===== src/logic/pad_settings.svh =====
// Pad bridge constants for widths, port count and mouse timeout, included wherever used
`ifndef PAD_SETTINGS_SVH
`define PAD_SETTINGS_SVH

// ============================================================
// Pad bus geometry
// ============================================================
`define PAD_PORTS         5        // Multitap ports
`define PAD_PORT_BITS     3        // Tap index, counts past the last port
`define PAD_HOST_BITS     12       // Host joystick word
`define PAD_WORD_BITS     16       // Four nibbles per port
`define PAD_NIBBLE_BITS   4

// Read back from a tap slot with nothing plugged in
`define PAD_IDLE_WORD     16'h0FFF

// ============================================================
// Mouse
// ============================================================
`define PAD_MOUSE_BITS    8        // Motion per axis
`define PAD_TIMEOUT_BITS  15
`define PAD_MOUSE_TIMEOUT 32767    // Clear-low cycles before the nibble sequence rewinds

`endif


===== src/logic/pad_pkg.sv =====
// Shared pad bridge types, referenced by scoped name from the RTL and the testbench
`include "pad_settings.svh"

package pad_pkg;

	// Host joystick word, buttons active high
	// bits 3:0  up down left right (3..0)
	// bits 7:4  run select II I
	// bits 11:8 VI V IV III
	typedef logic [`PAD_HOST_BITS-1:0] host_pad_t;

	// Console pad word, active low, four nibbles
	// n0 buttons, n1 directions, n2 extra buttons, n3 always 0
	typedef logic [`PAD_WORD_BITS-1:0] pad_word_t;

	typedef logic [`PAD_PORT_BITS-1:0] pad_port_t;     // Tap port index

	typedef logic [`PAD_NIBBLE_BITS-1:0] pad_nibble_t; // Value on the pad bus

	// Which half of the mouse motion goes out next
	typedef enum logic [1:0] {
		mouse_x_hi = 2'd0,
		mouse_x_lo = 2'd1,
		mouse_y_hi = 2'd2,
		mouse_y_lo = 2'd3
	} mouse_phase_e;

endpackage


===== src/logic/pad_host_if.sv =====
// Captured host state, from the capture block to the scan controller and the output stage
`timescale 1ns/1ns
`include "pad_settings.svh"

interface pad_host_if;

	pad_pkg::pad_word_t [`PAD_PORTS-1:0] pads; // After the player swap
	pad_pkg::pad_nibble_t mouse_btn_nibble;
	logic [`PAD_MOUSE_BITS-1:0] mouse_dx;      // X already negated
	logic [`PAD_MOUSE_BITS-1:0] mouse_dy;
	logic frame_take;                          // Snapshot taken, clear totals

	modport capture (
		output pads,
		output mouse_btn_nibble,
		output mouse_dx,
		output mouse_dy,
		input  frame_take
	);

	modport ctrl (
		input  mouse_dx,
		input  mouse_dy,
		output frame_take
	);

	modport out (
		input  pads,
		input  mouse_btn_nibble
	);

endinterface


===== src/logic/pad_scan_if.sv =====
// Scan state from the strobe sequencer to the pad bus output stage
`timescale 1ns/1ns
`include "pad_settings.svh"

interface pad_scan_if;

	pad_pkg::pad_port_t tap_port;      // Current multitap slot
	logic high_bank;                   // Six-button upper bank
	pad_pkg::mouse_phase_e mouse_phase;
	logic [`PAD_MOUSE_BITS-1:0] frame_x;
	logic [`PAD_MOUSE_BITS-1:0] frame_y;
	logic clr;                         // Strobes as seen on the bus
	logic sel;

	modport ctrl (
		output tap_port,
		output high_bank,
		output mouse_phase,
		output frame_x,
		output frame_y,
		output clr,
		output sel
	);

	modport out (
		input  tap_port,
		input  high_bank,
		input  mouse_phase,
		input  frame_x,
		input  frame_y,
		input  clr,
		input  sel
	);

endinterface


===== src/logic/host_pad_capture.sv =====
// Input side of the pad bridge: swaps and maps host joysticks, accumulates mouse motion
`timescale 1ns/1ns
`include "pad_settings.svh"

module host_pad_capture (
	input  logic clk_sys,
	input  logic arst_n,
	input  pad_pkg::host_pad_t [`PAD_PORTS-1:0] joy,
	input  logic joy_swap,
	input  logic mouse_valid,
	input  logic [`PAD_MOUSE_BITS-1:0] mouse_x,
	input  logic [`PAD_MOUSE_BITS-1:0] mouse_y,
	input  logic [1:0] mouse_btn,      // 1 right, 0 left
	pad_host_if.capture host
);

	// Host layout to console layout, inverted
	function automatic pad_pkg::pad_word_t to_pad_word(input pad_pkg::host_pad_t j);
		return ~{4'hF, j[11:8], j[1], j[2], j[0], j[3], j[7:4]};
	endfunction

	pad_pkg::host_pad_t [`PAD_PORTS-1:0] joy_sw;
	logic [`PAD_MOUSE_BITS-1:0] base_x;
	logic [`PAD_MOUSE_BITS-1:0] base_y;

	// ============================================================
	// Joysticks
	// ============================================================
	always_comb begin
		joy_sw = joy;
		if (joy_swap) begin
			joy_sw[0] = joy[1];
			joy_sw[1] = joy[0];
		end
	end

	always_ff @(posedge clk_sys) begin
		for (int i = 0; i < `PAD_PORTS; i++) begin
			host.pads[i] <= to_pad_word(joy_sw[i]);
		end
		// Player one run/select ride along with the mouse buttons
		host.mouse_btn_nibble <= ~{joy_sw[0][7:6], mouse_btn[1], mouse_btn[0]};
	end

	// ============================================================
	// Mouse motion totals
	// ============================================================
	// Frame snapshot restarts the totals, a sample in the same cycle still counts
	assign base_x = host.frame_take ? '0 : host.mouse_dx;
	assign base_y = host.frame_take ? '0 : host.mouse_dy;

	always_ff @(posedge clk_sys or negedge arst_n) begin
		if (!arst_n) begin
			host.mouse_dx <= '0;
			host.mouse_dy <= '0;
		end else if (mouse_valid) begin
			host.mouse_dx <= base_x - mouse_x;  // Console X runs the other way
			host.mouse_dy <= base_y + mouse_y;
		end else if (host.frame_take) begin
			host.mouse_dx <= '0;
			host.mouse_dy <= '0;
		end
	end

endmodule


===== src/logic/pad_scan_ctrl.sv =====
// Strobe sequencer: follows select and clear to track tap port, button bank and mouse phase
`timescale 1ns/1ns
`include "pad_settings.svh"

module pad_scan_ctrl (
	input  logic clk_sys,
	input  logic arst_n,
	input  logic pad_sel,
	input  logic pad_clr,
	input  logic turbotap,
	input  logic buttons6,
	pad_host_if.ctrl host,
	pad_scan_if.ctrl scan
);

	logic sel_q;
	logic sel_qq;
	logic clr_q;
	logic clr_qq;
	logic sel_rise;
	logic clr_rise;
	logic timed_out;
	logic [`PAD_TIMEOUT_BITS-1:0] to_cnt;

	// Output stage sees the strobes directly
	assign scan.sel = pad_sel;
	assign scan.clr = pad_clr;

	always_ff @(posedge clk_sys or negedge arst_n) begin
		if (!arst_n) begin
			sel_q  <= 1'b0;
			sel_qq <= 1'b0;
			clr_q  <= 1'b0;
			clr_qq <= 1'b0;
		end else begin
			sel_q  <= pad_sel;
			sel_qq <= sel_q;
			clr_q  <= pad_clr;
			clr_qq <= clr_q;
		end
	end

	assign sel_rise = sel_q & ~sel_qq;
	assign clr_rise = clr_q & ~clr_qq;

	// Start of a new mouse packet
	assign host.frame_take = clr_rise && (scan.mouse_phase == pad_pkg::mouse_y_lo);

	// ============================================================
	// Mouse timeout, counts while clear stays low
	// ============================================================
	assign timed_out = (to_cnt == `PAD_TIMEOUT_BITS'(`PAD_MOUSE_TIMEOUT));

	always_ff @(posedge clk_sys or negedge arst_n) begin
		if (!arst_n) begin
			to_cnt <= '0;
		end else if (clr_q) begin
			to_cnt <= '0;
		end else if (!timed_out) begin
			to_cnt <= to_cnt + 1'b1;  // Sticks at the limit
		end
	end

	// ============================================================
	// Scan state
	// ============================================================
	always_ff @(posedge clk_sys or negedge arst_n) begin
		if (!arst_n) begin
			scan.tap_port    <= '0;
			scan.high_bank   <= 1'b0;
			scan.mouse_phase <= pad_pkg::mouse_y_lo;  // First clear starts at X high
			scan.frame_x     <= '0;
			scan.frame_y     <= '0;
		end else begin
			if (clr_rise) begin
				scan.tap_port    <= '0;
				scan.high_bank   <= buttons6 & ~scan.high_bank;
				scan.mouse_phase <= pad_pkg::mouse_phase_e'(scan.mouse_phase + 2'd1);
			end else begin
				if (timed_out)
					scan.mouse_phase <= pad_pkg::mouse_y_lo;
				if (sel_rise && turbotap && !clr_q && scan.tap_port != '1)
					scan.tap_port <= scan.tap_port + 1'b1;
			end
			if (host.frame_take) begin
				scan.frame_x <= host.mouse_dx;
				scan.frame_y <= host.mouse_dy;
			end
		end
	end

	// Without the multitap the bus never leaves port 0
	tap_idle_a: assert property (@(posedge clk_sys) disable iff (!arst_n)
		(!turbotap && scan.tap_port == '0) |=> (scan.tap_port == '0));

	// One snapshot per clear edge
	frame_take_a: assert property (@(posedge clk_sys) disable iff (!arst_n)
		host.frame_take |=> !host.frame_take);

endmodule


===== src/logic/pad_nibble_out.sv =====
// Output stage: picks the port word and nibble and registers the 4-bit pad bus
`timescale 1ns/1ns
`include "pad_settings.svh"

module pad_nibble_out (
	input  logic clk_sys,
	input  logic arst_n,
	input  logic mouse_en,
	pad_scan_if.out scan,
	pad_host_if.out host,
	output pad_pkg::pad_nibble_t pad_nibble
);

	pad_pkg::pad_nibble_t mouse_hi;
	pad_pkg::pad_word_t port_word;
	logic [1:0] nib_idx;

	// Motion half for this phase
	always_comb begin
		case (scan.mouse_phase)
			pad_pkg::mouse_x_hi: mouse_hi = scan.frame_x[7:4];
			pad_pkg::mouse_x_lo: mouse_hi = scan.frame_x[3:0];
			pad_pkg::mouse_y_hi: mouse_hi = scan.frame_y[7:4];
			default:             mouse_hi = scan.frame_y[3:0];
		endcase
	end

	// ============================================================
	// Port word select
	// ============================================================
	always_comb begin
		if (scan.tap_port == '0 && mouse_en)
			port_word = {2{mouse_hi, host.mouse_btn_nibble}};  // Mouse sits on port 0
		else if (scan.tap_port < `PAD_PORTS)
			port_word = host.pads[scan.tap_port];
		else
			port_word = `PAD_IDLE_WORD;  // Past the last pad
	end

	assign nib_idx = {scan.high_bank, scan.sel};

	always_ff @(posedge clk_sys or negedge arst_n) begin
		if (!arst_n) begin
			pad_nibble <= '0;
		end else if (scan.clr) begin
			pad_nibble <= '0;  // Bus reads all pressed during clear
		end else begin
			pad_nibble <= port_word[{nib_idx, 2'b00} +: `PAD_NIBBLE_BITS];
		end
	end

endmodule


===== src/logic/pad_port_top.sv =====
// Controller port bridge top level: host pads and mouse in, console pad bus out
`timescale 1ns/1ns
`include "pad_settings.svh"

module pad_port_top (
	input  logic clk_sys,
	input  logic arst_n,
	input  pad_pkg::host_pad_t joy_0,
	input  pad_pkg::host_pad_t joy_1,
	input  pad_pkg::host_pad_t joy_2,
	input  pad_pkg::host_pad_t joy_3,
	input  pad_pkg::host_pad_t joy_4,
	input  logic joy_swap,
	input  logic turbotap,
	input  logic buttons6,
	input  logic mouse_en,
	input  logic mouse_valid,
	input  logic [`PAD_MOUSE_BITS-1:0] mouse_x,
	input  logic [`PAD_MOUSE_BITS-1:0] mouse_y,
	input  logic [1:0] mouse_btn,
	input  logic pad_sel,
	input  logic pad_clr,
	output pad_pkg::pad_nibble_t pad_nibble
);

	pad_host_if host_bus ();
	pad_scan_if scan_bus ();

	host_pad_capture i_host_pad_capture (
		.clk_sys     (clk_sys),
		.arst_n      (arst_n),
		.joy         ({joy_4, joy_3, joy_2, joy_1, joy_0}),
		.joy_swap    (joy_swap),
		.mouse_valid (mouse_valid),
		.mouse_x     (mouse_x),
		.mouse_y     (mouse_y),
		.mouse_btn   (mouse_btn),
		.host        (host_bus.capture)
	);

	pad_scan_ctrl i_pad_scan_ctrl (
		.clk_sys  (clk_sys),
		.arst_n   (arst_n),
		.pad_sel  (pad_sel),
		.pad_clr  (pad_clr),
		.turbotap (turbotap),
		.buttons6 (buttons6),
		.host     (host_bus.ctrl),
		.scan     (scan_bus.ctrl)
	);

	pad_nibble_out i_pad_nibble_out (
		.clk_sys    (clk_sys),
		.arst_n     (arst_n),
		.mouse_en   (mouse_en),
		.scan       (scan_bus.out),
		.host       (host_bus.out),
		.pad_nibble (pad_nibble)
	);

endmodule


===== config.mk =====
export PLATFORM = sky130hd
export DESIGN_NAME = pad_port_top
export DESIGN_NICKNAME = d
export VERILOG_FILES = /design/src/logic/pad_pkg.sv /design/src/logic/pad_host_if.sv /design/src/logic/pad_scan_if.sv /design/src/logic/host_pad_capture.sv /design/src/logic/pad_scan_ctrl.sv /design/src/logic/pad_nibble_out.sv /design/src/logic/pad_port_top.sv
export VERILOG_INCLUDE_DIRS = /design/src /design/src/logic
export SDC_FILE = /design/constraint.sdc
export NUM_CORES = 1
export LEC_CHECK = 0
export ABC_AREA = 1
export BUFFER_PORTS_ARGS = -buffer_cell sky130_fd_sc_hd__buf_2
export CAP_MARGIN = 20
export CORE_MARGIN = 1
export CORE_UTILIZATION = 61
export CTS_CLUSTER_SIZE = 10
export DETAILED_ROUTE_END_ITERATION = 10
export PLACE_DENSITY = 0.95
export SYNTH_ARGS = -nofsm -noshare
export SYNTH_HDL_FRONTEND = slang
export SYNTH_SLANG_ARGS = --single-unit

===== constraint.sdc =====
create_clock -name clk_sys -period 7 [get_ports clk_sys]
set_input_delay 0.35 -clock clk_sys [delete_from_list [all_inputs] [get_ports clk_sys]]
set_output_delay 0.35 -clock clk_sys [all_outputs]
set_load 0.005 [all_outputs]

# Word level (Yosys, flattened, before mapping)

Index checks and enable logic that the tools add are counted.

Add/subtract/negate cells: 5
Magnitude comparators: 2
Equality and inequality tests: 6
Shifts and indexed selects: 1
Mux-type cells: 17
Bitwise operators: 12
Reductions and logical operators: 10

Operator list:

| operator                                           | count |
|---|---|
| inverter 16 bit                                    | 5 |
| binary-select mux 16 bit (select 3 bit)            | 1 |
| 2-to-1 mux 16 bit                                  | 3 |
| 2-to-1 mux 8 bit                                   | 4 |
| 2-to-1 mux 15 bit                                  | 2 |
| 2-to-1 mux 24 bit                                  | 1 |
| variable part select 16 x 5 -> 4 bit               | 1 |
| adder 15 x 1 -> 15 bit, second input constant      | 1 |
| equality test 15 bit, second input constant        | 1 |
| one-hot mux 4 bit (3 select lines)                 | 1 |
| adder 8 bit                                        | 1 |
| subtractor 8 bit                                   | 1 |
| 2-to-1 mux 3 bit                                   | 2 |
| logical AND 1 bit                                  | 5 |
| equality test 2 bit, second input constant         | 2 |
| < comparator 3 x 4 -> 1 bit, second input constant | 1 |
| 2-to-1 mux 2 bit                                   | 2 |
| 2-to-1 mux 4 bit                                   | 1 |
| inverter 4 bit                                     | 1 |
| nonzero test 2 bit                                 | 2 |
| adder 3 x 1 -> 3 bit, second input constant        | 1 |
| bitwise AND 1 bit                                  | 3 |
| zero test 3 bit                                    | 1 |
| < comparator 3 bit, second input constant          | 1 |
| 7 further kinds                                    | 9 |

Register bits after elaboration: 145
Input port bits: 87
Logic and storage cells: 72

# Logic depth before layout (Yosys ltp)

Depth after elaboration: 7
Mapped depth: 15
Mapped depth without buffers: 14

# Cells and area by module

A second synthesis with hierarchy kept.

Cell total of the unflattened synthesis: 889
Area, all modules: 6520.0 um^2

By module, submodules not included:

| module           | times used | cells an instance | area an instance (um^2) | sequential area each (um^2) |
|---|---|---|---|---|
| host_pad_capture | 1          | 402               | 3261.9                  | 1641.6 |
| pad_scan_ctrl    | 1          | 228               | 1939.4                  | 1028.5 |
| pad_nibble_out   | 1          | 259               | 1318.8                  | 100.1 |

# Worst setup path after synthesis

No wires, ideal clock.

Path type: flip-flop to flip-flop
Start: reg i_pad_scan_ctrl.scan.mouse_phase[0]
End: reg i_host_pad_capture.host.mouse_dx[6]
Library setup time: 0.135 ns
Arrival: 2.172 ns
Slack: 4.692 ns
Cell stages (with the launch flop): 13
Period minus slack after synthesis: 2.308 ns
Cell sequence: dfstp_2 ha_1 nand2_2 buf_2 nand2_1 ha_1 inv_1 fa_1 nand4_1 nand3_1 or2_2 nand3_1 o21ai_0

Word-level cells in the longest chain between the ends: 5

RTL lines:

| element                  | RTL line               | text |
|---|---|---|
| start: declaration       | pad_scan_if.sv:18      | `output mouse_phase,` |
| start signal: assignment | pad_scan_ctrl.sv:71    | `scan.mouse_phase <= pad_pkg::mouse_y_lo;` |
| start signal: assignment | pad_scan_ctrl.sv:78    | `scan.mouse_phase <= pad_pkg::mouse_phase_e'(scan.mouse_phase + 2'd1);` |
| start signal: assignment | pad_scan_ctrl.sv:81    | `scan.mouse_phase <= pad_pkg::mouse_y_lo;` |
| equality test 2 bit (*)  | pad_scan_ctrl.sv:47    | `assign host.frame_take = clr_rise && (scan.mouse_phase == pad_pkg::mouse_y_lo);` |
| logical AND 1 bit (*)    | pad_scan_ctrl.sv:47    |  |
| 2-to-1 mux 8 bit (*)     | host_pad_capture.sv:49 | `assign base_x = host.frame_take ? '0 : host.mouse_dx;` |
| subtractor 8 bit         | host_pad_capture.sv:57 | `host.mouse_dx <= base_x - mouse_x;` |
| 2-to-1 mux 8 bit (*)     | host_pad_capture.sv:56 | `end else if (mouse_valid) begin` |
| end signal: assignment   | host_pad_capture.sv:57 |  |
| end: declaration         | pad_host_if.sv:16      | `output mouse_dx,` |

Mark *: on every way between the ends. The rest lies on a longest branch, timed or not.
A chain may end at the register's enable or synchronous reset.

# Final worst setup path

Start: reg i_pad_scan_ctrl.scan.mouse_phase[0]
End: reg i_host_pad_capture.host.mouse_dy[5]

Word-level cells in the longest chain between the ends: 5

RTL lines:

| element                 | RTL line               | text |
|---|---|---|
| equality test 2 bit (*) | pad_scan_ctrl.sv:47    |  |
| logical AND 1 bit (*)   | pad_scan_ctrl.sv:47    |  |
| 2-to-1 mux 8 bit (*)    | host_pad_capture.sv:50 | `assign base_y = host.frame_take ? '0 : host.mouse_dy;` |
| adder 8 bit             | host_pad_capture.sv:58 | `host.mouse_dy <= base_y + mouse_y;` |
| 2-to-1 mux 8 bit (*)    | host_pad_capture.sv:56 |  |
| end signal: assignment  | host_pad_capture.sv:58 |  |
| end: declaration        | pad_host_if.sv:17      | `output mouse_dy,` |

Marked as above.

==> metrics.txt <==
Simple-Gate Fraction of Synth Area 0.234; width of the die 101 um; Worst Tran Pin Value 0.981 ns; xor/xnor share of the synthesized area 0.00737; Final Cycle Share 0.423; Wirelength per Cell 16.5 um; Synth area leader dfrtp_1; status finished with violations; Post-Synthesis Cells 736; number of port buffers 90; Worst-path clk slew 0.06 ns; Arr. time, crit path 3.35 ns; clock sinks 123; clock skew 0.0101 ns; largest cells by area after synthesis dfrtp_1 25%, dfxtp_1 21%, nand2_1 11%, inv_1 7.8%, nand3_1 6.6%; post-layout net count 972; clock buffer depth 2; Setup violations, final 0; logic gate share of total power 0.260; hold slack -0.0228 ns; syn avg cell area 8.07 um2; DR pass1 iterations 6; CTS tree yes; vias 5,592; Num CTS Buffers 17; fin. max-slew vios 0; setup_tns 0 ns; post-synthesis compound-gate area fraction 0.0918; Layout area overhead 24.3%; FMAX 338 MHz; Seq/Total Area, Yosys 0.466; # IOs 91; GRT Util Overall 0.346; fill cell count 526; count leader, synth nand2_1; hpwl dp 9.06 mm; PostCTS Resize Cnt 0; P_leak 4.05 nW; Syn Nets 849; DRT iter0 DRCs 520; area of the multi-input gates 2560 um2; proportion of layout cells with a drive suffix above 1 0.187; power share of the sequential group 0.380; CTS H-Tree Depth 4; yosys warns 0; DRT Wirelength 16.5 mm; Core Region 9330 um2; first-pass GRT wire length 26.3 mm; final hold vios 16; Clock Root Buffer clkbuf_8; mapped cell area 5940 um2; Period minus WS final 2.96 ns; routability cong. 0.888; vias per cell 5.59; pin count of the biggest net entering global routing 62; Reg area 2770 um2; Rows 35; Yosys cell types 38; Detail Route Antenna Nets 0; switching share of total power 0.318; largest family of logic cells by synthesized area simple AND/OR/NAND/NOR gates; Worst setup EP type register; required time worst endpoint 7.39 ns; ant diodes 0; Hold Path Class primary input to asynchronous set/reset pin; Synth top area share 0.249; Post-route DRC 0; area of the die 10,100 um2; Critical Path Fanout Max 33; pwr/cell area 328 nW/um2; final global-route overflow total 0; Design Area, Final 7380 um2; Cell Area, Placed 6430 um2; mux cell area share after synthesis 0.0404; starting density of the core 0.637; most frequent cells after synthesis 172 x nand2_1, 123 x inv_1, 78 x nand3_1; failing checks negative hold slack; Worst VDD drop 258 uV; Net Sw Power 0.770 mW; asr flop ratio synth 0.496; Worst-Skew Late Latency 0.53 ns; clock share of power 0.361; Tot Pwr 2.42 mW; Startpoint Class register; initial antenna violation count 0; WS Path Type register to register; internal power 1.65 mW; Die Y 101 um; FF+latch count, synth 123; RSZ-0062 raised after global routing no; Max Cap Violations 0; slew margin rel. 0.346; vias in the first global route 5,555; ys flop type dfxtp_1; adder-cell share of the synthesized area 0.0573; Post-synth EDFFs 0
## metrics by stage
stage / setup slack (ns) / instances / util
floorplan: 4.69 / 736 / -
global placement: 4.27 / 933 / 0.689
detailed placement: 4.12 / 933 / 0.689
CTS: 4.09 / 1001 / 0.792
global route: 3.81 / 1001 / 0.792
finish: 4.04 / 1001 / 0.792
## what timing repair did
item,4_1_cts,5_1_grt
setup endpoints to repair,0,0
endpoints found under the hold margin,36,0
hold buffers,36,0
buffers inserted,0,0
## logic make-up (layout without fill, tap and decap cells)
family / after synthesis / in the layout
and+or+nand+nor: 316 / 316
buffers and inverters: 150 / 286
DFF: 123 / 123
AOI/OAI and AO/OA: 100 / 100
adders and majority gates: 26 / 26
muxes: 16 / 16
xor gates and xnor gates: 5 / 5
## registers in the layout (all words and copies together) (netlist names)
signal                                    cells
i_host_pad_capture.host.mouse_dy              8
i_pad_scan_ctrl.scan.mouse_phase              2
i_pad_scan_ctrl.clr_q                         1
i_host_pad_capture.host.mouse_dx              8
i_pad_scan_ctrl.scan.frame_x                  8
i_pad_scan_ctrl.clr_qq                        1
i_pad_scan_ctrl.scan.tap_port                 3
i_pad_scan_ctrl.sel_q                         1
i_pad_scan_ctrl.to_cnt                       15
i_pad_nibble_out.pad_nibble                   4
i_pad_scan_ctrl.sel_qq                        1
i_pad_scan_ctrl.scan.frame_y                  8
i_host_pad_capture.host.mouse_btn_nibble      3
i_host_pad_capture.host.pads                 59
i_pad_scan_ctrl.scan.high_bank                1
## worst max-delay path, cell delays in order (launching register included)
cell and delay [ns]:
dfstp_2 0.60, ha_1 0.22, nand2_2 0.49, nand2_1 0.27, inv_1 0.07, ha_1 0.35
a21oi_1 0.15, nand2_1 0.11, nand2_1 0.08, nand2_1 0.07, or2_2 0.28, nand3_1 0.06
o21ai_0 0.08
## layout by cell type, fill, tap and decap left out, drive strengths merged, types with 3 or more instances in the layout
| cell type | n |
|---|---|
| a31o | 4 |
| or2 | 7 |
| dlygate4sd3 | 36 |
| nor2 | 36 |
| a21o | 5 |
| mux2 | 16 |
| inv | 131 |
| nand4 | 12 |
| ha | 24 |
| clkinv | 6 |
| clkbuf | 20 |
| nand2 | 176 |
| a31oi | 6 |
| nand3 | 78 |
| nand3b | 3 |
| xnor2 | 3 |
| buf | 91 |
| dfxtp | 62 |
| dfrtp | 59 |
| o21ai | 48 |
| a21oi | 32 |
## final cells by class
type | count | share of cell area
clock buffer | 20 | 0.0619
tap | 129 | 0.0219
sequential | 123 | 0.375
timing repair buffer | 127 | 0.111
clock inverter | 12 | 0.0183
inverter | 127 | 0.0649
multi-input combinational | 463 | 0.347
## layer usage
| layer | part of all wire | wire (um) | global-route usage |
|---|---|---|---|
| met3 | 0.081 | 1340 | 0.0811 |
| met1 | 0.37 | 6150 | 0.385 |
| met4 | 0.053 | 877 | 0.203 |
| met2 | 0.49 | 8160 | 0.603 |
| met5 | 0 | 0 | 0 |
## worst paths after layout
kind	slack, ns	cells after the start	from	end
max	4.04	12	i_pad_scan_ctrl.scan.mouse_phase[0]	i_host_pad_capture.host.mouse_dy[5]
min	-0.02	2	arst_n	i_pad_nibble_out.pad_nibble[2]
max reg2reg	4.04	12	i_pad_scan_ctrl.scan.mouse_phase[0]	i_host_pad_capture.host.mouse_dy[5]
min reg2reg	0.39	0	i_pad_scan_ctrl.sel_q	i_pad_scan_ctrl.sel_qq
max in group asynchronous	6.51	2	arst_n	i_pad_scan_ctrl.scan.frame_x[5]
min in group clk_sys	0	2	mouse_btn[0]	i_host_pad_capture.host.mouse_btn_nibble[0]
## power groups by stage
stage | sequential, mW | clock (mW) | combinational (mW)
5_1_grt | 0.930 | 0.907 | 0.699
6_report | 0.920 | 0.873 | 0.628
3_5_place_dp | 0.921 | 0 | 0.575
3_3_place_gp | 0.917 | 0 | 0.546
2_1_floorplan | 0.890 | 0 | 0.454
4_1_cts | 0.914 | 0.871 | 0.608
No activity file was read; power rests on OpenSTA's default activity.
